`config.mk`:
```
export PLATFORM = sky130hd
export DESIGN_NAME = regfile
export DESIGN_NICKNAME = d
export VERILOG_FILES = /design/src/rtl/rv32i_types.sv /design/src/rtl/regfile.sv
export SDC_FILE = /design/constraint.sdc
export NUM_CORES = 2
export LEC_CHECK = 0
export BUFFER_PORTS_ARGS = -buffer_cell sky130_fd_sc_hd__buf_2
export CORE_MARGIN = 4
export CORE_UTILIZATION = 45
export DETAILED_ROUTE_END_ITERATION = 6
export PLACE_DENSITY = 0.58
export SLEW_MARGIN = 20
export SYNTH_ARGS = -nofsm -noshare
export SYNTH_HDL_FRONTEND = slang
export SYNTH_SLANG_ARGS = --single-unit
```
`constraint.sdc`:
```
create_clock -name clk -period 4.5 [get_ports clk]
set_clock_uncertainty 0.15 [all_clocks]
set_input_delay 1.35 -clock clk [delete_from_list [all_inputs] [get_ports clk]]
set_output_delay 1.35 -clock clk [all_outputs]
set_load 0.05 [all_outputs]
```
`src/rtl/rv32i_types.sv`:
```
package rv32i_types;

    typedef logic [31:0] rv32i_word;
    typedef logic [4:0]  rv32i_reg;
    typedef logic [3:0]  byte_en_t;

    // funct3 encodings of the load and store widths
    typedef enum logic [2:0] {
        mem_b  = 3'b000,
        mem_h  = 3'b001,
        mem_w  = 3'b010,
        mem_bu = 3'b100,
        mem_hu = 3'b101
    } mem_width_t;

    // sources for the value written back to rd
    typedef enum logic [3:0] {
        rfmux_alu_out  = 4'd0,
        rfmux_br_en    = 4'd1,
        rfmux_u_imm    = 4'd2,
        rfmux_lw       = 4'd3,
        rfmux_pc_plus4 = 4'd4,
        rfmux_lb       = 4'd5,
        rfmux_lbu      = 4'd6,
        rfmux_lh       = 4'd7,
        rfmux_lhu      = 4'd8
    } regfilemux_sel_t;

endpackage

```
`src/rtl/regfile.sv`:
```
module regfile (
    input  logic                   clk,
    input  logic                   rst,
    input  logic                   load,
    input  rv32i_types::rv32i_reg  dest,
    input  rv32i_types::rv32i_word in,
    input  rv32i_types::rv32i_reg  src_a,
    input  rv32i_types::rv32i_reg  src_b,
    output rv32i_types::rv32i_word reg_a,
    output rv32i_types::rv32i_word reg_b
);

    import rv32i_types::*;

    rv32i_word regs [32];

    always_ff @(posedge clk) begin
        if (rst) begin
            for (int i = 0; i < 32; i++)
                regs[i] <= '0;
        end else if (load && dest != 5'd0) begin
            regs[dest] <= in;  // x0 never leaves its reset value
        end
    end

    // no bypass, a write shows up on the ports after its edge
    assign reg_a = regs[src_a];
    assign reg_b = regs[src_b];

endmodule

```
==> results.json <==
{
  "path_clk_slew_ps": 70,
  "rows": 129,
  "cts.hold.buffers_added": 0,
  "max_slew_margin": 0.3230,
  "cap_viol_max_count": 0,
  "track_usage": 0.3072,
  "largest_reg_flops": 1024,
  "place.gp.congestion": 0.8659,
  "cts_buffers": 116,
  "start_kind": "input pin",
  "dr.first_iter.drc_count": 4641,
  "synth_seq_cells": 1024,
  "final_core_utilization": 0.5592,
  "cts_root_buf": "clkbuf_16",
  "core_area_um2": 123500,
  "hpwlAfterDp_mm": 120.7,
  "synthXorXnorAreaFrac": 0,
  "ys.flop_type": "edfxtp_1",
  "antenna_found_initial": 14,
  "status": "complete, but fails checks",
  "synth-edff-count": 1024,
  "dieArea_um2": 129900,
  "final_cell_area_um2": 69050,
  "p_per_area_nw_per_um2": 362.1,
  "grt-ovfl-total": 0,
  "cts_sinks": 1024,
  "cellLeakagePower_nw": 27.58,
  "yosysWarnings": 0,
  "finalCriticalPeriod_ps": 4546,
  "min_delay_path_depth": 2,
  "vias_per_cell": 6.074,
  "wl_mm": 207.8,
  "drc": 0,
  "layout-drive-gt1-share": 0.2104,
  "maxSlewViolCount": 0,
  "ys_seq_area_frac": 0.5501,
  "synth-simple-area-share": 0.1573,
  "grt_first_pass_wirelength_mm": 289.7,
  "hold_end": "regs[6][2]",
  "clock_path_buffers": 3,
  "path_buf_inv": 5,
  "ys_async_sr_fraction": 0,
  "max_freq_mhz": 220.0,
  "hold_viol": 0,
  "worstSetupPathType": "input pin to output pin",
  "worstMarginPinSlew_ps": 1016,
  "violations": "setup timing",
  "grt_pass1_vias": 40070,
  "hold_path_class": "input pin to flop",
  "synth_mux_area_frac": 0.1834,
  "worst_slack_ps": -45.90,
  "synth_area_um2": 55900,
  "slowest_stage": "bufbuf_16",
  "path_delay_family": "buffers and inverters",
  "cpMostUsedCell": "buf_4",
  "final_cells": 6701,
  "synthCells": 4605,
  "drt-wirelength-per-cell_um": 31.01,
  "cts_tree": "built",
  "vias": 40700,
  "place.port_buffers": 113,
  "htreeDepth": 3,
  "syn-mean-instance-area_um2": 12.14,
  "yosys.area_share.adder": 0,
  "ir_drop_mv": 0.3181,
  "nets": 5016,
  "worstPathRequired_ps": 3000,
  "path_max_fanout": 6,
  "setup_viol": 9,
  "grt_setup_unrepaired": "true",
  "min_from": "in[2]",
  "min_period_over_period": 1.010,
  "synth_compound_area_frac": 0.07020,
  "arrival_ps": 3050,
  "placed_area_um2": 62050,
  "areaGrowthSynthToFinish_pct": 23.53,
  "initial_core_util": 0.4527,
  "synth_top_family_by_area": "multiplexers",
  "worstSetupEndpointType": "output pin",
  "reg_top3": "regs: 1024 flops",
  "ios": 114,
  "die_w_um": 360.4,
  "ys_types": 29,
  "firstDrtPassIters": 5,
  "slowest_delay_ps": 310,
  "regMostFlops": "regs",
  "worstPathCellList": "buf_16 > bufbuf_16 > buf_4 > mux2i_1 > a22o_1 > nor3_2 > buf_4 > a31oi_4 > nand3_2 > buf_6",
  "grt_max_degree": 64,
  "placedCellCount": 6396,
  "ant_nets": 0,
  "die_h_um": 360.4
}
-- worst max path at each step --
stage	from	to	slack, ps	cells after the start
final	src_b[1]	reg_b[4]	-50	10
after global routing	src_a[2]	reg_a[24]	-50	11
after CTS	src_b[1]	reg_b[4]	-40	10
after detailed placement	src_a[0]	reg_a[15]	-320	9
after global placement	src_a[0]	reg_a[15]	-300	9
after floorplan	src_b[1]	reg_b[25]	170	8
-- routing by layer --
| layer | GRT usage | wire (um) | vias to the layer above |
|---|---|---|---|
| li1 | - | - | 17630 |
| met1 | 0.4174 | 85440 | 20640 |
| met2 | 0.4851 | 94770 | 2013 |
| met3 | 0.06776 | 19410 | 410 |
| met4 | 0.1143 | 8166 | 4 |
| met5 | 0 | 21 | - |
-- kinds of logic (layout without fill, tap and decap cells) --
group,after synthesis,in the layout
buffers and inverters,446,871
other,1,35
AO/OA/AOI/OAI,576,576
flip-flops,1024,1024
multiplexers,1024,1024
AND/OR/NAND/NOR,1534,1534
-- layout make-up --
| cell class | count | area (um^2) |
|---|---|---|
| Clock inverter | 74 | 793.3 |
| Timing Repair Buffer | 658 | 7953 |
| Tap cell | 1637 | 2048 |
| Antenna cell | 3 | 7.507 |
| Sequential cell | 1024 | 30750 |
| Fill cell | 10150 | 54420 |
| Multi-Input combinational cell | 3166 | 24450 |
| Clock buffer | 139 | 3053 |
-- per-stage QoR --
step,hold WS [ps],setup WS (ps),total power [mW],setup TNS (ps)
floorplan,1398,172.7,13.35,0
global placement,1804,-301.6,14.92,-10500
detailed placement,1811,-316.6,14.96,-10610
CTS,1025,-43.57,24.89,-224.4
global route,1091,-47.36,25.69,-318.7
finish,1063,-45.90,25.01,-110.2
-- cell usage in the layout (no fill, tap or decap), drive strengths merged, types with 3 or more instances in the layout --
master	instances
a21oi	192
a22o	128
a22oi	192
a31oi	64
and2	994
buf	639
bufbuf	6
bufinv	16
clkbuf	152
clkinv	49
clkinvlp	4
conb	32
diode	3
edfxtp	1024
inv	5
mux2i	1024
nand2	196
nand2b	5
nand3	194
nand3b	4
nor2	35
nor2b	5
nor3	64
or2	33
-- synth_stat cells, drive strengths merged, types with 35 or more instances --
cell	count	share of area
buf	212	0.023
nor3	64	0.0057
nor2	35	0.0036
a22o	128	0.020
edfxtp	1024	0.55
mux2i	1024	0.18
nand3	194	0.017
and2	994	0.11
a22oi	192	0.026
nand2	196	0.013
a21oi	192	0.017
a31oi	64	0.0072
clkbuf	234	0.016
-- where the power goes --
part           switching (mW)  leakage [nW]  internal (mW)
clock network            4.03          1.87           5.72
registers               0.280          9.75           11.0
logic                    2.34          16.0           1.61
-- timing repair --
action                     in CTS  in global routing
buffers inserted               26                 36
setup endpoints to repair      64                 59
pin swaps                      46                 55
cloned                         19                 13
resized for setup             273                 97
(Power assumes the default switching activity.)
