## src/rtl/rv32i_types.sv

```systemverilog
package rv32i_types;

    typedef logic [31:0] rv32i_word;
    typedef logic [4:0]  rv32i_reg;
    typedef logic [3:0]  byte_en_t;

    // funct3 encodings of the load and store widths
    typedef enum logic [2:0] {
        mem_b  = 3'b000,
        mem_h  = 3'b001,
        mem_w  = 3'b010,
        mem_bu = 3'b100,
        mem_hu = 3'b101
    } mem_width_t;

    // sources for the value written back to rd
    typedef enum logic [3:0] {
        rfmux_alu_out  = 4'd0,
        rfmux_br_en    = 4'd1,
        rfmux_u_imm    = 4'd2,
        rfmux_lw       = 4'd3,
        rfmux_pc_plus4 = 4'd4,
        rfmux_lb       = 4'd5,
        rfmux_lbu      = 4'd6,
        rfmux_lh       = 4'd7,
        rfmux_lhu      = 4'd8
    } regfilemux_sel_t;

endpackage

```

## src/rtl/rv32i_packet.sv

```systemverilog
package rv32i_packet;

    import rv32i_types::*;

    // decoded fields still needed past execute
    typedef struct packed {
        rv32i_reg   rd;
        mem_width_t width;
        rv32i_word  u_imm;
    } rv32i_inst_t;

    typedef struct packed {
        rv32i_word alu_out;    // also the data memory address
        logic      br_en;
        rv32i_word pc;
        rv32i_word rs2_out;    // store data
        rv32i_word mdrreg_out;
    } rv32i_data_t;

    typedef struct packed {
        regfilemux_sel_t regfilemux_sel;
        logic            load_regfile;
        logic            mem_read;
        logic            mem_write;
        byte_en_t        data_mem_byte_enable;
    } rv32i_ctrl_packet_t;

    // one instruction in flight
    typedef struct packed {
        logic               valid;
        rv32i_inst_t        inst;
        rv32i_data_t        data;
        rv32i_ctrl_packet_t ctrl;
    } rv32i_packet_t;

endpackage

```

## src/rtl/mem_stage.sv

```systemverilog
module mem_stage (
    input  logic                        clk,
    input  logic                        rst,
    input  rv32i_packet::rv32i_packet_t ex_pkt,
    output rv32i_types::rv32i_word      mem_addr,
    output rv32i_types::rv32i_word      mem_wdata,
    output rv32i_types::byte_en_t       mem_byte_enable,
    output logic                        mem_read,
    output logic                        mem_write,
    input  rv32i_types::rv32i_word      mem_rdata,
    output rv32i_packet::rv32i_packet_t wb_pkt
);

    import rv32i_types::*;
    import rv32i_packet::*;

    logic [1:0]    offset;
    byte_en_t      byte_en;
    rv32i_word     store_data;
    rv32i_packet_t next_pkt;
    rv32i_packet_t wb_q;

    assign offset = ex_pkt.data.alu_out[1:0];

    // lane selection and store alignment by access width
    always_comb begin
        case (ex_pkt.inst.width)
            mem_b, mem_bu: begin
                byte_en    = 4'b0001 << offset;
                store_data = ex_pkt.data.rs2_out << {offset, 3'b000};
            end
            mem_h, mem_hu: begin
                byte_en    = offset[1] ? 4'b1100 : 4'b0011;
                store_data = ex_pkt.data.rs2_out << {offset[1], 4'b0000};
            end
            default: begin
                byte_en    = 4'b1111;
                store_data = ex_pkt.data.rs2_out;
            end
        endcase
    end

    assign mem_addr        = {2'b00, ex_pkt.data.alu_out[31:2]};  // word index
    assign mem_wdata       = store_data;
    assign mem_byte_enable = byte_en;
    assign mem_read        = ex_pkt.valid & ex_pkt.ctrl.mem_read;
    assign mem_write       = ex_pkt.valid & ex_pkt.ctrl.mem_write;

    always_comb begin
        next_pkt                           = ex_pkt;
        next_pkt.data.mdrreg_out           = '0;
        next_pkt.ctrl.data_mem_byte_enable = byte_en;
    end

    always_ff @(posedge clk) begin
        wb_q <= next_pkt;
        if (rst)
            wb_q.valid <= 1'b0;
    end

    // the memory's output register acts as the MDR, so its word is merged
    // into the packet after the same edge that captured the rest
    always_comb begin
        wb_pkt                 = wb_q;
        wb_pkt.data.mdrreg_out = mem_rdata;
    end

endmodule

```

## config.mk

```make
export PLATFORM = sky130hd
export DESIGN_NAME = mem_stage
export DESIGN_NICKNAME = d
export VERILOG_FILES = /design/src/rtl/rv32i_types.sv /design/src/rtl/rv32i_packet.sv /design/src/rtl/mem_stage.sv
export SDC_FILE = /design/constraint.sdc
export NUM_CORES = 1
export LEC_CHECK = 0
export ABC_CLOCK_PERIOD_IN_PS = 1700
export BUFFER_PORTS_ARGS = -buffer_cell sky130_fd_sc_hd__buf_2
export CAP_MARGIN = 20
export CORE_AREA = 2 2 180 182
export DETAILED_ROUTE_END_ITERATION = 7
export DIE_AREA = 0 0 182 184
export PLACE_DENSITY = 0.46
export SLEW_MARGIN = 0
export SYNTH_ARGS = -nofsm -noshare
export SYNTH_HDL_FRONTEND = slang
export SYNTH_SLANG_ARGS = --single-unit
```

## constraint.sdc

```tcl
create_clock -name clk -period 1.7 [get_ports clk]
set_input_delay 0.425 -clock clk [delete_from_list [all_inputs] [get_ports clk]]
set_output_delay 0.425 -clock clk [all_outputs]
set_load 0.02 [all_outputs]
```

==> impl_metrics.json <==
{
  "outcome": "finished, violations left",
  "violations": "design-rule violations, negative setup slack",
  "grt_max_degree": 27,
  "dpl.hpwl_um": 15100,
  "nets": 906,
  "viasPerCell": 3.50,
  "path_clk_slew_ps": 70,
  "fmax_ghz": 0.520,
  "p_leak_nw": 3.59,
  "synth_area_per_cell_um2": 12.5,
  "grt_use_met3_pct": 5.33,
  "power.total_mw": 8.84,
  "stdcell_area_um2": 7520,
  "cp.arrival_ps": 1500,
  "setup_tns_ps": -5470,
  "synth_compound_area_share_pct": 9.65,
  "synthArstFlopShare_pct": 0,
  "largest_reg_flops": 149,
  "netlist_instances": 351,
  "muxShareOfSynthArea_pct": 0,
  "placementRows": 65,
  "fin_crit_sh_pct": 113,
  "htreeDepth": 4,
  "gp_congestion": 0.674,
  "cts_max_path_buffers": 2,
  "route.antenna.remaining_nets": 0,
  "grt_pass1_vias": 3897,
  "wire_per_inst_um": 17.0,
  "fp.coreArea_um2": 31400,
  "ys_seq_elements": 149,
  "synth_common_cells": "dfxtp_1 (149), buf_4 (67), a22oi_1 (16), o21ai_1 (16), and2_1 (10)",
  "hold_buffers": 0,
  "period_minus_slack_ps": 1920,
  "setup_viol": 34,
  "cts_made_buffers": 17,
  "synth-xor-area-share_pct": 0,
  "critPathMaxFanout": 26,
  "die_h_um": 184,
  "yosys_most_used_dff": "dfxtp_1",
  "power_density_nw_per_um2": 1180,
  "gr-usage-met1_pct": 10.2,
  "antenna_found_initial": 5,
  "hold_viol": 0,
  "crit_path_end_kind": "primary output",
  "finalMaxSlewViolations": 0,
  "hold_path_class": "in2reg",
  "ys_warn_count": 0,
  "cp.required_ps": 1270,
  "synth_top_area_share_pct": 68.3,
  "drt_iter0_drc": 65,
  "placed_area_um2": 6520,
  "num_vias": 3880,
  "clock-sinks": 149,
  "top_usage_layer": "met2",
  "synth_top_family_by_area": "buffers and inverters",
  "maxCapViolations": 0,
  "cp-start-kind": "input pin",
  "met2_usage_pct": 20.0,
  "fin_ws_ps": -223,
  "cts_tree": "done",
  "die_w_um": 182,
  "boundaryPins": 466,
  "yosys.area_share.simple_pct": 8.42,
  "syn_to_final_growth_pct": 72.0,
  "io_buffers": 363,
  "totalWireLength_um": 18800,
  "synth_area_leaders": "dfxtp_1 (68%), buf_4 (12%), a22oi_1 (2.7%), o21ai_1 (1.8%), a32oi_1 (1.6%)",
  "synth.distinct_cells": 27,
  "synth_area_leader_cell": "dfxtp_1",
  "synth-edff-count": 0,
  "rsz0062_at_grt": "true",
  "yosysMostFrequentCell": "dfxtp_1",
  "path_class": "in2out",
  "synth.cell_area_um2": 4370,
  "drive_gt1_share_pct": 69.3,
  "synth_adder_area_share_pct": 0,
  "ir_worst_vdd_mv": 0.653,
  "track_usage_pct": 11.0,
  "start_util_pct": 13.9,
  "drc": 4,
  "grt-ovfl-total": 0,
  "seq_area_frac_synth_pct": 68.3,
  "drtPass1Iterations": 6,
  "cts_root_buffer": "clkbuf_16",
  "dieArea_um2": 33500,
  "grt_pass1_wl_um": 25500
}
==> layout make-up <==
| class | count | area, um2 |
|---|---|---|
| clock inverter | 11 | 124 |
| fill | 3410 | 23900 |
| timing repair buffer | 403 | 2390 |
| antenna | 2 | 5.00 |
| multi-input combinational | 120 | 1060 |
| sequential | 149 | 2980 |
| tap | 402 | 503 |
| clock buffer | 21 | 450 |
==> power breakdown <==
| group | switching (mW) | internal (mW) | total, mW |
|---|---|---|---|
| Sequential | 0.0413 | 3.68 | 3.72 |
| Combinational | 0.840 | 0.579 | 1.42 |
| Clock | 1.49 | 2.20 | 3.69 |
==> metrics by stage <==
stage / instances / hold slack [ps] / utilization [%] / setup WS, ps
after floorplan: 352 / 453 / - / -44.8
after global placement: 1069 / 528 / 20.8 / -379
after detailed placement: 1069 / 529 / 20.8 / -377
after CTS: 1107 / 52.6 / 23.7 / -215
after global routing: 1107 / 49.7 / 23.9 / -308
final: 1108 / 87.4 / 23.9 / -223
==> final timing paths <==
check   startpoint            endpoint  slack [ps]  cells after the start
max    ex_pkt[172]       mem_wdata[26]        -220                      6
min     ex_pkt[87]  wb_pkt[87]$_DFF_P_          90                      1
==> layer usage <==
metal | vias to the layer above | wire length [um]
met5 | - | 41
met4 | 6 | 635
met3 | 47 | 1900
met2 | 228 | 9870
met1 | 1787 | 6400
li1 | 1812 | -
==> timing repair <==
action,4_1_cts,5_1_grt
gates resized for setup,81,19
cloned,1,0
pin swaps,12,3
buffers inserted,5,0
endpoints found under the setup margin,35,36
==> kinds of logic (layout without fill, tap and decap cells) <==
kind of cell / after synthesis / in the layout
compound gates: 60 / 60
simple gates: 58 / 58
other cells: 1 / 4
buf+inv: 83 / 435
flops: 149 / 149
==> layout by cell type, fill, tap and decap left out, drive strengths merged, types with 10 or more instances in the layout <==
cell / count
a22oi: 16
clkbuf: 21
buf: 403
o21ai: 17
and2: 10
dfxtp: 149
==> worst max-delay path: stages <==
cell      delay [ps]
buf_8            110
nand2b_2         230
buf_12           200
a211oi_1         280
nor3_2            80
buf_2            170
Power figures use the tool's default switching activity.
