===== src/rtl/rv32i_types.sv =====
package rv32i_types;

    typedef logic [31:0] rv32i_word;
    typedef logic [4:0]  rv32i_reg;
    typedef logic [3:0]  byte_en_t;

    // funct3 encodings of the load and store widths
    typedef enum logic [2:0] {
        mem_b  = 3'b000,
        mem_h  = 3'b001,
        mem_w  = 3'b010,
        mem_bu = 3'b100,
        mem_hu = 3'b101
    } mem_width_t;

    // sources for the value written back to rd
    typedef enum logic [3:0] {
        rfmux_alu_out  = 4'd0,
        rfmux_br_en    = 4'd1,
        rfmux_u_imm    = 4'd2,
        rfmux_lw       = 4'd3,
        rfmux_pc_plus4 = 4'd4,
        rfmux_lb       = 4'd5,
        rfmux_lbu      = 4'd6,
        rfmux_lh       = 4'd7,
        rfmux_lhu      = 4'd8
    } regfilemux_sel_t;

endpackage


===== src/rtl/rv32i_packet.sv =====
package rv32i_packet;

    import rv32i_types::*;

    // decoded fields still needed past execute
    typedef struct packed {
        rv32i_reg   rd;
        mem_width_t width;
        rv32i_word  u_imm;
    } rv32i_inst_t;

    typedef struct packed {
        rv32i_word alu_out;    // also the data memory address
        logic      br_en;
        rv32i_word pc;
        rv32i_word rs2_out;    // store data
        rv32i_word mdrreg_out;
    } rv32i_data_t;

    typedef struct packed {
        regfilemux_sel_t regfilemux_sel;
        logic            load_regfile;
        logic            mem_read;
        logic            mem_write;
        byte_en_t        data_mem_byte_enable;
    } rv32i_ctrl_packet_t;

    // one instruction in flight
    typedef struct packed {
        logic               valid;
        rv32i_inst_t        inst;
        rv32i_data_t        data;
        rv32i_ctrl_packet_t ctrl;
    } rv32i_packet_t;

endpackage


===== src/rtl/wb_stage.sv =====
module wb_stage (
    input  rv32i_packet::rv32i_packet_t wb_pkt,
    output rv32i_types::rv32i_word      regfile_in,
    output rv32i_types::rv32i_reg       dest,
    output logic                        load_regfile
);

    import rv32i_types::*;

    rv32i_word alu_out;
    rv32i_word br_en;
    rv32i_word u_imm;
    rv32i_word mdr;
    rv32i_word pc;
    byte_en_t  be;

    assign alu_out = wb_pkt.data.alu_out;
    assign br_en   = {31'b0, wb_pkt.data.br_en};
    assign u_imm   = wb_pkt.inst.u_imm;
    assign mdr     = wb_pkt.data.mdrreg_out;
    assign pc      = wb_pkt.data.pc;
    assign be      = wb_pkt.ctrl.data_mem_byte_enable;

    assign dest         = wb_pkt.inst.rd;
    assign load_regfile = wb_pkt.valid & wb_pkt.ctrl.load_regfile;

    always_comb begin
        regfile_in = alu_out;  // also the fallback for an unknown select
        case (wb_pkt.ctrl.regfilemux_sel)
            rfmux_alu_out:  regfile_in = alu_out;
            rfmux_br_en:    regfile_in = br_en;
            rfmux_u_imm:    regfile_in = u_imm;
            rfmux_lw:       regfile_in = mdr;
            rfmux_pc_plus4: regfile_in = pc + 32'd4;
            rfmux_lb, rfmux_lbu: begin
                case (be)
                    4'b0001: regfile_in = {24'b0, mdr[7:0]};
                    4'b0010: regfile_in = {24'b0, mdr[15:8]};
                    4'b0100: regfile_in = {24'b0, mdr[23:16]};
                    4'b1000: regfile_in = {24'b0, mdr[31:24]};
                    default: regfile_in = mdr;
                endcase
                // sign extension only when a single lane was picked
                if (wb_pkt.ctrl.regfilemux_sel == rfmux_lb && $onehot(be))
                    regfile_in[31:8] = {24{regfile_in[7]}};
            end
            rfmux_lh, rfmux_lhu: begin
                case (be)
                    4'b0011: regfile_in = {16'b0, mdr[15:0]};
                    4'b1100: regfile_in = {16'b0, mdr[31:16]};
                    default: regfile_in = mdr;
                endcase
                if (wb_pkt.ctrl.regfilemux_sel == rfmux_lh && (be == 4'b0011 || be == 4'b1100))
                    regfile_in[31:16] = {16{regfile_in[15]}};
            end
            default: regfile_in = alu_out;
        endcase
    end

endmodule


===== config.mk =====
export PLATFORM = sky130hd
export DESIGN_NAME = wb_stage
export DESIGN_NICKNAME = d
export VERILOG_FILES = /design/src/rtl/rv32i_types.sv /design/src/rtl/rv32i_packet.sv /design/src/rtl/wb_stage.sv
export SDC_FILE = /design/constraint.sdc
export NUM_CORES = 1
export LEC_CHECK = 0
export BUFFER_PORTS_ARGS = -buffer_cell sky130_fd_sc_hd__buf_2
export CORE_AREA = 2 2 86 88
export DETAILED_ROUTE_END_ITERATION = 12
export DIE_AREA = 0 0 88 90
export PLACE_DENSITY = 0.84
export SLEW_MARGIN = 20
export SYNTH_ARGS = -nofsm -noshare
export SYNTH_HDL_FRONTEND = slang
export SYNTH_SLANG_ARGS = --single-unit

===== constraint.sdc =====
create_clock -name vclk -period 3
set_input_delay 0 -clock vclk [all_inputs]
set_output_delay 0 -clock vclk [all_outputs]
set_load 0.005 [all_outputs]

==> qor.log, run 1 <==
INFO  outcome        status=complete, no violations
INFO  sta            fin_worst_hold_slack=0.000001933ns
INFO  grt            grt_overflow=0
INFO  synthesis      synth.yosys.seq_area_share=0%
INFO  layout         finish.net_count=746
INFO  layout         area_delta_synth_final=33.63%
INFO  layout         clock_buffer_count=0
INFO  grt            busiest_layer=met2
INFO  die            ios=219
INFO  route          vias_per_cell=6.399
INFO  die            core_region_area=7020um^2
INFO  layout         fraction_of_layout_instances_using_a_drive_strength_above_1=34.77%
INFO  synthesis      synth.most_common_cell=sky130_fd_sc_hd__nand2_1
INFO  die            die_width=88um
INFO  pwr            cellPowerDensity=148.2nW/um^2
INFO  die            floorplan.initialDensity=37.46%
INFO  grt            global_route.usage.met1=39.54%
INFO  layout         multi_input_area=2421um^2
INFO  pwr            pwr-share-clk=0%
INFO  layout         n_fill_cell=734
INFO  flow_run       cap_viol_max_count=0
INFO  synthesis      yosys-top-cells-count=sky130_fd_sc_hd__nand2_1, sky130_fd_sc_hd__o21ai_0, sky130_fd_sc_hd__nor2_1
INFO  layout         count_of_inserted_antenna_diode_cells=0
INFO  min_path       worst_hold_path_type=input pin to primary output
INFO  critical_path  crit_path_max_fanout=16
INFO  critical_path  worst_setup_path_end_kind=primary output
INFO  sta            setup-tns-final=0ns
INFO  route          drtPass1Iterations=5
INFO  layout         number_of_flip_flops_and_latches=0
INFO  die            dieArea=7920um^2
INFO  grt            grt_pass1_vias=3800
INFO  sta            final_critical_path_setup_slack=0.1142ns
INFO  pwr            power_switching=288.3uW
INFO  route          finalWirelength=12310um
INFO  route          wl_per_cell=18.82um
INFO  critical_path  worst-setup-path-type=input pin to primary output
INFO  synthesis      synth_top_area_share=7.992%
INFO  placement      dp_hpwl=9620um
INFO  synthesis      post-synth-top-area-cell=sky130_fd_sc_hd__nand2_1
INFO  pwr            share_of_total_power_in_sequential_cells=0%
INFO  pwr            sw_ratio=55.36%
INFO  placement      placement.setup.worst_slack=0.2144ns
INFO  critical_path  arrival_time_worst_endpoint=2.89ns
INFO  sta            setup-violations-final=0
INFO  grt            groute.layer.met3.usage=3.214%
INFO  grt            grt_max_degree=28
INFO  pwr            intPower=232.5uW
INFO  die            std_cell_rows=31
INFO  layout         regArea=0um^2
INFO  synthesis      synthesis.area_per_instance=6.384um^2
INFO  sta            layout_min_cycle_time=2.886ns
INFO  sta            final-hold-violation-count=0
INFO  grt            grt_antenna_before_repair=0
INFO  pwr            share_comb_of_total_power=100.0%
INFO  synthesis      post_synth_num_cell_types=62
INFO  critical_path  crit_required=3.00ns
INFO  route          ant_nets=0
INFO  pwr            ir_worst_vdd=0.06218mV
INFO  sta            achievable-frequency=0.3465GHz
INFO  layout         stdcell_area=3515um^2
INFO  grt            grt_first_pass_wirelength=18900um
INFO  grt            grt_total_usage=29.20%
INFO  grt            globalRouteMet2Util=47.03%
INFO  sta            timing.final.max_slew_violations=0
INFO  synthesis      synthesis.nets=601
INFO  placement      placed_area=3511um^2
INFO  synthesis      syn_area=2630um^2
INFO  route          post-route-drc-count=0
INFO  synthesis      netlist_instances=412
INFO  placement      gp_routability_congestion=0.9828
INFO  synthesis      synth_area_leaders=sky130_fd_sc_hd__nand2_1, sky130_fd_sc_hd__o21ai_0, sky130_fd_sc_hd__nor2_1, sky130_fd_sc_hd__a221oi_1, sky130_fd_sc_hd__a41oi_1
INFO  sta            maxSlewHeadroom=29.72%
INFO  critical_path  startpoint_type=input pin
INFO  placement      port_buffers=172
INFO  route          vias=4185
INFO  sta            worst_slew_pin_slew=1.051ns
INFO  pwr            p_leak=1.492nW
INFO  die            die_y=90um
INFO  synthesis      yosys_warnings=0
INFO  route          drtIter0Drc=607
INFO  sta            final_worst_path_period_share=96.19%
cell families (layout without fill, tap and decap cells):
logic type      count (synthesis)  count (layout)  synth area share, %
mux                             6               6                2.284
buf+inv                        48             191                8.801
simple gates                  169             169                33.73
fa+ha+maj                       8               8                4.091
xor+xnor                       17              17                5.662
compound gates                164             164                45.43
metal layers:
layer	up-vias	wire length, um
met5	-	0
met3	44	1255
met1	1951	4795
met4	0	466
li1	1914	-
met2	276	5789
power by group through the flow:
| stage | registers, mW | logic (mW) | clock network [mW] |
|---|---|---|---|
| after detailed placement | 0 | 0.506 | 0 |
| final | 0 | 0.521 | 0 |
| after floorplan | 0 | 0.269 | 0 |
| after global routing | 0 | 0.562 | 0 |
| after CTS | 0 | 0.509 | 0 |
| after global placement | 0 | 0.496 | 0 |
placed cells by master (no fill, tap or decap), types with 6 or more instances in the layout:
master                     synthesis  routed
sky130_fd_sc_hd__a211oi_1         10      10
sky130_fd_sc_hd__a21o_1            8       8
sky130_fd_sc_hd__a21oi_1          16      15
sky130_fd_sc_hd__a221oi_1         11      11
sky130_fd_sc_hd__a22oi_1           6       6
sky130_fd_sc_hd__a31oi_1           7       7
sky130_fd_sc_hd__a41oi_1          11      11
sky130_fd_sc_hd__buf_2            11     172
sky130_fd_sc_hd__buf_4             6      10
sky130_fd_sc_hd__ha_1              7       7
sky130_fd_sc_hd__inv_1             9       9
sky130_fd_sc_hd__mux2i_1           6       6
sky130_fd_sc_hd__nand2_1          56      56
sky130_fd_sc_hd__nand3_1          16      16
sky130_fd_sc_hd__nand4_1           6       6
sky130_fd_sc_hd__nor2_1           27      27
sky130_fd_sc_hd__nor2b_1          10      10
sky130_fd_sc_hd__nor3_1           11      11
sky130_fd_sc_hd__nor3b_1           7       6
sky130_fd_sc_hd__nor4_1           11      11
sky130_fd_sc_hd__o21ai_0          29      29
sky130_fd_sc_hd__o21ai_1          13      13
sky130_fd_sc_hd__o31a_1            9       9
sky130_fd_sc_hd__xnor2_1           8       7
sky130_fd_sc_hd__xor2_1            9       9
critical path, cell delays in order:
cell and delay [ns]:
sky130_fd_sc_hd__buf_2 0.24, sky130_fd_sc_hd__inv_1 0.21, sky130_fd_sc_hd__fa_1 0.52, sky130_fd_sc_hd__inv_1 0.04, sky130_fd_sc_hd__ha_1 0.18, sky130_fd_sc_hd__ha_1 0.29
sky130_fd_sc_hd__nor4b_2 0.51, sky130_fd_sc_hd__a31oi_1 0.16, sky130_fd_sc_hd__buf_4 0.21, sky130_fd_sc_hd__nor2b_1 0.14, sky130_fd_sc_hd__o32a_1 0.28, sky130_fd_sc_hd__buf_2 0.13
cell type report:
type | instances | area share, %
Tap cell | 99 | 3.524
Timing Repair Buffer | 182 | 26.63
Multi-Input combinational cell | 364 | 68.89
Inverter | 9 | 0.9612
stage by stage:
step                      power, mW  instances  utilization, %
final                        0.5208        654           50.06
after global routing         0.5615        654           50.06
after CTS                    0.5089        654           50.01
after detailed placement     0.5061        654           50.01
after global placement       0.4959        654           50.01
after floorplan              0.2693        412               -
final timing paths:
path / end / from / depth (start not counted)
hold / removal: dest[3] / wb_pkt[178] / 0
setup / recovery: regfile_in[10] / wb_pkt[3] / 12
timing repair:
action	in CTS	in global routing
hold endpoints to repair	0	0
gates resized for setup	0	1
setup buffers	0	0
hold buffers	0	0
setup endpoints to repair	0	1
Power figures use the tool's default switching activity.
==> run 2: changes to the inputs <==
Settings changed: ABC_AREA set to 1, CORE_AREA 2 2 86 88 to not set, CORE_UTILIZATION set to 46, DIE_AREA 0 0 88 90 to not set, PLACE_DENSITY 0.84 to 0.91.
==> run 2 against run 1 <==
Net effect:
- maximum frequency up 17%
- non-clock buffer count down 3
- final area rose by 22%
- worst setup slack improved by 0.42 ns
- sequential share of layout area unchanged
- combinational power up 3%
- power grew 3.5%
- highest routed layer unchanged
==> qor.log, run 2 <==
INFO  outcome        status=complete, no violations [unchanged]
INFO  sta            final_worst_path_period_share=82.24% [was 96.19%]
INFO  critical_path  worst_setup_path_end_kind=primary output [unchanged]
INFO  die            ios=219 [unchanged]
INFO  layout         final_cell_mix=sky130_fd_sc_hd__nand2_1, sky130_fd_sc_hd__buf_2, sky130_fd_sc_hd__nor2_1 [was sky130_fd_sc_hd__buf_2, sky130_fd_sc_hd__nand2_1, sky130_fd_sc_hd__o21ai_0]
INFO  grt            grt_first_pass_wirelength=21790um [was 18900 um]
INFO  critical_path  worst-setup-path-type=input pin to primary output [unchanged]
INFO  synthesis      post-synth-top-area-cell=sky130_fd_sc_hd__nand2_1 [unchanged]
INFO  die            die_y=88.60um [was 90 um]
INFO  sta            fin_worst_hold_slack=0.00001172ns [was 0.000001933 ns]
INFO  sta            setup-violations-final=0 [unchanged]
INFO  route          post-route-drc-count=0 [unchanged]
INFO  layout         area_delta_synth_final=24.66% [was 33.63%]
INFO  layout         clock_buffer_count=0 [unchanged]
INFO  route          ant_nets=0 [unchanged]
INFO  pwr            cellPowerDensity=125.4nW/um^2 [was 148.2 nW/um^2]
INFO  clock_network  post_cts.resized_instances=0 [unchanged]
INFO  critical_path  cpLargestDelayFamily=adder cells [unchanged]
INFO  route          vias_per_cell=5.600 [was 6.399]
INFO  layout         layout.cells.most_common=sky130_fd_sc_hd__nand2_1 [was sky130_fd_sc_hd__buf_2]
INFO  synthesis      synth_area_leaders=sky130_fd_sc_hd__nand2_1, sky130_fd_sc_hd__nor2_1, sky130_fd_sc_hd__nand3_1, sky130_fd_sc_hd__inv_1, sky130_fd_sc_hd__o21ai_0 [was sky130_fd_sc_hd__nand2_1, sky130_fd_sc_hd__o21ai_0, sky130_fd_sc_hd__nor2_1, sky130_fd_sc_hd__a221oi_1, sky130_fd_sc_hd__a41oi_1]
INFO  die            core_region_area=7253um^2 [was 7020 um^2]
INFO  synthesis      synth.most_common_cell=sky130_fd_sc_hd__nand2_1 [unchanged]
INFO  layout         regArea=0um^2 [unchanged]
INFO  route          vias=5639 [was 4185]
INFO  layout         final_cells=1007 [was 654]
INFO  placement      placed_cells_incl_taps=1007 [was 654]
INFO  placement      gp_routability_congestion=0.9833 [was 0.9828]
INFO  min_path       worst_hold_path_type=input pin to primary output [unchanged]
INFO  grt            grt_pass1_vias=4761 [was 3800]
INFO  sta            final-hold-violation-count=0 [unchanged]
INFO  synthesis      synthesis.area_per_instance=4.533um^2 [was 6.384 um^2]
INFO  route          wl_per_cell=14.40um [was 18.82 um]
INFO  layout         n_fill_cell=822 [was 734]
INFO  die            floorplan.initialDensity=47.56% [was 37.46%]
INFO  grt            grt_antenna_before_repair=0 [unchanged]
INFO  synthesis      yosys_warnings=0 [unchanged]
INFO  sta            final_critical_path_setup_slack=0.5329ns [was 0.1142 ns]
INFO  synthesis      post_synth_num_cell_types=31 [was 62]
INFO  clock_network  cts_setup_buffers=0 [unchanged]
INFO  critical_path  startpoint_type=input pin [unchanged]
INFO  pwr            p_leak=2.384nW [was 1.492 nW]
INFO  critical_path  max_stage_delay=0.54ns [was 0.52 ns]
INFO  critical_path  critical_path.cell_chain=buf_2 > inv_1 > fa_1 > inv_1 > ha_1 > ha_1 > nor2_1 > nand4_2 > inv_1 > nand3_4 > nand2_1 > nand2_1 > nor2_1 > nor2_1 > buf_2 [was buf_2 > inv_1 > fa_1 > inv_1 > ha_1 > ha_1 > nor4b_2 > a31oi_1 > buf_4 > nor2b_1 > o32a_1 > buf_2]
INFO  layout         count_of_inserted_antenna_diode_cells=0 [unchanged]
INFO  critical_path  arrival_time_worst_endpoint=2.47ns [was 2.89 ns]
INFO  sta            layout_min_cycle_time=2.467ns [was 2.886 ns]
INFO  synthesis      netlist_instances=761 [was 412]
INFO  grt            grt_total_usage=35.56% [was 29.20%]
INFO  synthesis      synth_top_area_share=27.09% [was 7.992%]
INFO  synthesis      synth.yosys.seq_area_share=0% [unchanged]
INFO  critical_path  crit_required=3.00ns [about the same]
INFO  synthesis      yosys-top-cells-count=sky130_fd_sc_hd__nand2_1, sky130_fd_sc_hd__nor2_1, sky130_fd_sc_hd__inv_1 [was sky130_fd_sc_hd__nand2_1, sky130_fd_sc_hd__o21ai_0, sky130_fd_sc_hd__nor2_1]
INFO  sta            rsz0062_at_grt=false
INFO  placement      placed_area=4300um^2 [was 3511 um^2]
INFO  critical_path  timing.critical_path.slowest_stage_cell=sky130_fd_sc_hd__fa_1 [unchanged]
INFO  placement      dp_hpwl=11600um [was 9620 um]
INFO  die            die_width=88.60um [was 88 um]
INFO  grt            grt_overflow=0 [unchanged]
INFO  critical_path  path_buf_inv=5 [unchanged]
INFO  layout         stdcell_area=4300um^2 [was 3515 um^2]
INFO  grt            grt_max_degree=30 [was 28]
INFO  route          drtIter0Drc=651 [was 607]
INFO  synthesis      synthesis.nets=950 [was 601]
INFO  layout         multi_input_area=2899um^2 [was 2421 um^2]
INFO  sta            achievable-frequency=0.4053GHz [was 0.3465 GHz]
INFO  layout         finalCoreUtilization=59.29% [was 50.06%]
INFO  sta            setup-tns-final=0ns [unchanged]
INFO  die            dieArea=7849um^2 [was 7920 um^2]
INFO  pwr            power.total=539.1uW [was 520.8 uW]
INFO  flow_run       cap_viol_max_count=0 [unchanged]
INFO  layout         fraction_of_layout_instances_using_a_drive_strength_above_1=22.58% [was 34.77%]
INFO  route          finalWirelength=14500um [was 12310 um]
INFO  sta            timing.final.max_slew_violations=0 [unchanged]
INFO  critical_path  crit_path_max_fanout=24 [was 16]
INFO  placement      placement.setup.worst_slack=0.6160ns [was 0.2144 ns]
INFO  sta            maxSlewHeadroom=44.22% [was 29.72%]
INFO  route          drtPass1Iterations=6 [was 5]
INFO  layout         finish.net_count=1099 [was 746]
INFO  die            std_cell_rows=31 [unchanged]
INFO  synthesis      syn_area=3450um^2 [was 2630 um^2]
INFO  sta            worst_slew_pin_slew=0.8358ns [was 1.051 ns]
INFO  layout         number_of_flip_flops_and_latches=0 [unchanged]
INFO  pwr            ir_worst_vdd=0.06198mV [was 0.06218 mV]
INFO  clock_network  hold_buffers=0 [unchanged]
INFO  placement      port_buffers=172 [unchanged]
[run 2: cell types whose count changed after synthesis, moves of 11 or more]
| cell | delta |
|---|---|
| sky130_fd_sc_hd__nand2_1 | +193 |
| sky130_fd_sc_hd__nor2_1 | +105 |
| sky130_fd_sc_hd__inv_1 | +85 |
| sky130_fd_sc_hd__nand3_1 | +77 |
| sky130_fd_sc_hd__a21oi_1 | +20 |
| sky130_fd_sc_hd__o21ai_0 | +20 |
| sky130_fd_sc_hd__nand4_1 | +15 |
| sky130_fd_sc_hd__o21ai_1 | -13 |
| sky130_fd_sc_hd__a221oi_1 | -11 |
| sky130_fd_sc_hd__a41oi_1 | -11 |
| sky130_fd_sc_hd__clkbuf_1 | -11 |
| sky130_fd_sc_hd__nor4_1 | -11 |
[run 2: path summary, 6_finish.rpt]
check / slack (ns) / from / cells past startpoint / end
max: 0.53 / wb_pkt[0] / 15 / regfile_in[26]
min: 0.00001 / wb_pkt[178] / 0 / dest[3]
[run 2: report_power, final]
group          leakage (nW)  switching, mW  internal, mW
Clock                     0              0             0
Combinational          2.38          0.324         0.215
Sequential                0              0             0
Total                  2.38          0.324         0.215
[run 2: final cells by class]
type / count / area share, %
Timing Repair Buffer: 179 / 21.24
Inverter: 97 / 8.467
Tap cell: 99 / 2.880
Multi-Input combinational cell: 632 / 67.41
[run 2: logic make-up (layout without fill, tap and decap cells)]
logic type / after synthesis / count (layout) / share of synthesized area (%)
and+or+nand+nor: 518 / 518 / 63.69
buffers and inverters: 129 / 276 / 16.03
AOI/OAI and AO/OA: 105 / 105 / 16.90
adders and majority gates: 8 / 8 / 3.119
xor gates and xnor gates: 1 / 1 / 0.2539
[run 2: metal layers]
layer  up-vias  GRT usage, %  wire length, um
met1      2400         45.50             5567
met2       429         59.72             6466
li1       2738             -                -
met4         0         16.42              649
met3        72         3.918             1812
met5         -             0                0
==> run 3: changes to the inputs <==
Clock period 3 ns to 2.5 ns, I/O delays scaled along.
==> run 3 against run 2 <==
Net effect:
- sequential share of layout area did not move
- final area grew 2.7%
- combinational power increased by 23%
- die area is the same
- global-route usage is 0.30 points lower
- sequential cell count unchanged
- critical path depth unchanged
- final cell count increased by 0.99%
- first-iteration DRC count is 6.1% lower
- non-clock buffer count up 8
- via count increased by 1.6%
- clock-buffer cell count is the same
- critical endpoint unchanged
- largest power group unchanged
==> qor.log, run 3 (synthesis gave the netlist of run 2 again) <==
INFO  die            ios=219 [unchanged]
INFO  critical_path  crit_required=2.50ns [was 3.00 ns]
INFO  placement      placement.setup.worst_slack=0.1499ns [was 0.6160 ns]
INFO  critical_path  arrival_time_worst_endpoint=2.33ns [was 2.47 ns]
INFO  pwr            p_leak=2.426nW [was 2.384 nW]
INFO  critical_path  timing.critical_path.slowest_stage_cell=sky130_fd_sc_hd__fa_1 [unchanged]
INFO  grt            grt_first_pass_wirelength=21780um [was 21790 um]
INFO  pwr            intPower=267.0uW [was 215.5 uW]
INFO  min_path       hp-start=wb_pkt[178] [unchanged]
INFO  sta            layout_min_cycle_time=2.328ns
INFO  min_path       worst_hold_path_type=input pin to primary output [unchanged]
INFO  layout         number_of_flip_flops_and_latches=0 [unchanged]
INFO  route          drtPass1Iterations=10 [was 6]
INFO  die            die_y=88.60um [unchanged]
INFO  placement      gp_routability_congestion=1.038 [was 0.9833]
INFO  sta            maxSlewHeadroom=52.66% [was 44.22%]
INFO  pwr            ir_worst_vdd=0.08166mV [was 0.06198 mV]
INFO  route          finalWirelength=14810um [was 14500 um]
INFO  placement      port_buffers=172 [unchanged]
INFO  sta            setup-violations-final=0 [unchanged]
INFO  placement      dp_hpwl=11930um [was 11600 um]
INFO  min_path       whs_endpoint=dest[3] [unchanged]
INFO  grt            grt_antenna_before_repair=0 [unchanged]
INFO  pwr            pwr-share-clk=0% [about the same]
INFO  sta            final-hold-violation-count=0 [unchanged]
INFO  route          wl_per_cell=14.57um [was 14.40 um]
INFO  sta            final_critical_path_setup_slack=0.1716ns [was 0.5329 ns]
INFO  die            dieArea=7849um^2 [unchanged]
INFO  die            floorplan.initialDensity=47.56% [unchanged]
INFO  grt            grt_pass1_vias=4761 [unchanged]
INFO  layout         count_of_inserted_antenna_diode_cells=0 [unchanged]
INFO  flow_run       cap_viol_max_count=0 [unchanged]
INFO  critical_path  critical_path.cell_chain=buf_2 > inv_1 > fa_1 > inv_1 > ha_1 > ha_1 > nor2_1 > nand4_2 > inv_4 > nand3_4 > nand2_1 > nand2_1 > nor2_1 > nor2_1 > buf_2 [was buf_2 > inv_1 > fa_1 > inv_1 > ha_1 > ha_1 > nor2_1 > nand4_2 > inv_1 > nand3_4 > nand2_1 > nand2_1 > nor2_1 > nor2_1 > buf_2]
INFO  layout         clock_buffer_count=0 [unchanged]
INFO  grt            grt_max_degree=25 [was 30]
INFO  min_path       timing.hold.worst_path_depth=0 [unchanged]
INFO  sta            achievable-frequency=0.4295GHz
INFO  critical_path  worst_setup_path_end_kind=primary output [unchanged]
INFO  sta            timing.final.max_slew_violations=0 [unchanged]
INFO  grt            grt_overflow=0 [unchanged]
INFO  route          post-route-drc-count=0 [unchanged]
INFO  sta            setup-tns-final=0ns [unchanged]
INFO  pwr            power_switching=395.2uW [was 323.6 uW]
INFO  outcome        status=complete, no violations [unchanged]
INFO  die            std_cell_rows=31 [unchanged]
INFO  route          ant_nets=0 [unchanged]
INFO  die            die_width=88.60um [unchanged]
INFO  layout         layout.cells.most_common=sky130_fd_sc_hd__nand2_1 [unchanged]
INFO  layout         finish.net_count=1109 [was 1099]
INFO  sta            final_worst_path_period_share=93.13%
INFO  critical_path  crit_path_max_fanout=6 [was 24]
INFO  critical_path  worst-setup-path-type=input pin to primary output [unchanged]
INFO  grt            grt_total_usage=35.26% [was 35.56%]
INFO  pwr            share_comb_of_total_power=100.0% [about the same]
INFO  pwr            sw_ratio=59.68% [was 60.03%]
INFO  route          drtIter0Drc=611 [was 651]
INFO  sta            rsz0062_at_grt=true [was false]
INFO  die            core_region_area=7253um^2 [unchanged]
INFO  layout         regArea=0um^2 [unchanged]
INFO  layout         area_delta_synth_final=28.07% [was 24.66%]
INFO  route          vias_per_cell=5.631 [was 5.600]
INFO  layout         final_cell_mix=sky130_fd_sc_hd__nand2_1, sky130_fd_sc_hd__buf_2, sky130_fd_sc_hd__nor2_1 [unchanged]
INFO  clock_network  cts_setup_buffers=0 [unchanged]
INFO  route          vias=5727 [was 5639]
INFO  critical_path  max_stage_delay=0.57ns [was 0.54 ns]
INFO  critical_path  critical_path.most_common_cell=sky130_fd_sc_hd__nor2_1
INFO  critical_path  startpoint_type=input pin [unchanged]
INFO  pwr            cellPowerDensity=149.9nW/um^2 [was 125.4 nW/um^2]
INFO  layout         fraction_of_layout_instances_using_a_drive_strength_above_1=23.64% [was 22.58%]
INFO  pwr            share_of_total_power_in_sequential_cells=0% [about the same]
INFO  sta            worst_slew_pin_slew=0.7075ns [was 0.8358 ns]
run 3: how the worst max path moves through the flow:
stage | slack [ns] | startpoint | endpoint
6_report | 0.17 | wb_pkt[0] | regfile_in[26]
5_1_grt | -0.002 | wb_pkt[0] | regfile_in[24]
4_1_cts | 0.12 | wb_pkt[0] | regfile_in[17]
3_5_place_dp | 0.15 | wb_pkt[0] | regfile_in[17]
3_3_place_gp | 0.20 | wb_pkt[0] | regfile_in[17]
2_1_floorplan | 0.56 | wb_pkt[0] | regfile_in[17]
run 3: per-layer routing:
layer	GRT usage, %	share of wire [%]
met1	44.81	38
met2	59.65	44
met3	4.851	14
met4	14.66	4.4
met5	0	0
run 3: repair_timing:
item | in CTS | in global routing
setup endpoints to repair | 0 | 9
gates resized for setup | 0 | 6
hold buffers | 0 | 0
run 3: area by class of cell:
class                      instances  area [um^2]
tap                               99        123.9
multi-input combinational        634         2938
timing repair buffer             187        989.7
inverter                          97        366.6
fill                             761         2835
run 3: power groups by stage:
stage	clock network (mW)	registers, mW	logic (mW)
2_1_floorplan	0	0	0.349
3_3_place_gp	0	0	0.628
3_5_place_dp	0	0	0.636
4_1_cts	0	0	0.640
5_1_grt	0	0	0.727
6_report	0	0	0.662
run 3: worst max-delay path: cells and delay by family:
kind	cells	cell delay, ns
buf+inv	5	0.52
fa+ha+maj	3	1.01
simple gates	7	0.81
run 3: per-stage QoR:
step / instances / util [%] / hold WS [ns] / area, um^2 / power (mW)
2_1_floorplan: 761 / - / 0.07205 / 3450 / 0.3490
3_3_place_gp: 1015 / 60.29 / 0.00003806 / 4373 / 0.6278
3_5_place_dp: 1015 / 60.29 / 0.00003806 / 4373 / 0.6360
4_1_cts: 1015 / 60.29 / 0.00003806 / 4373 / 0.6397
5_1_grt: 1017 / 60.91 / 0.00003600 / 4418 / 0.7269
6_report: 1017 / 60.91 / 0.00001172 / 4418 / 0.6622
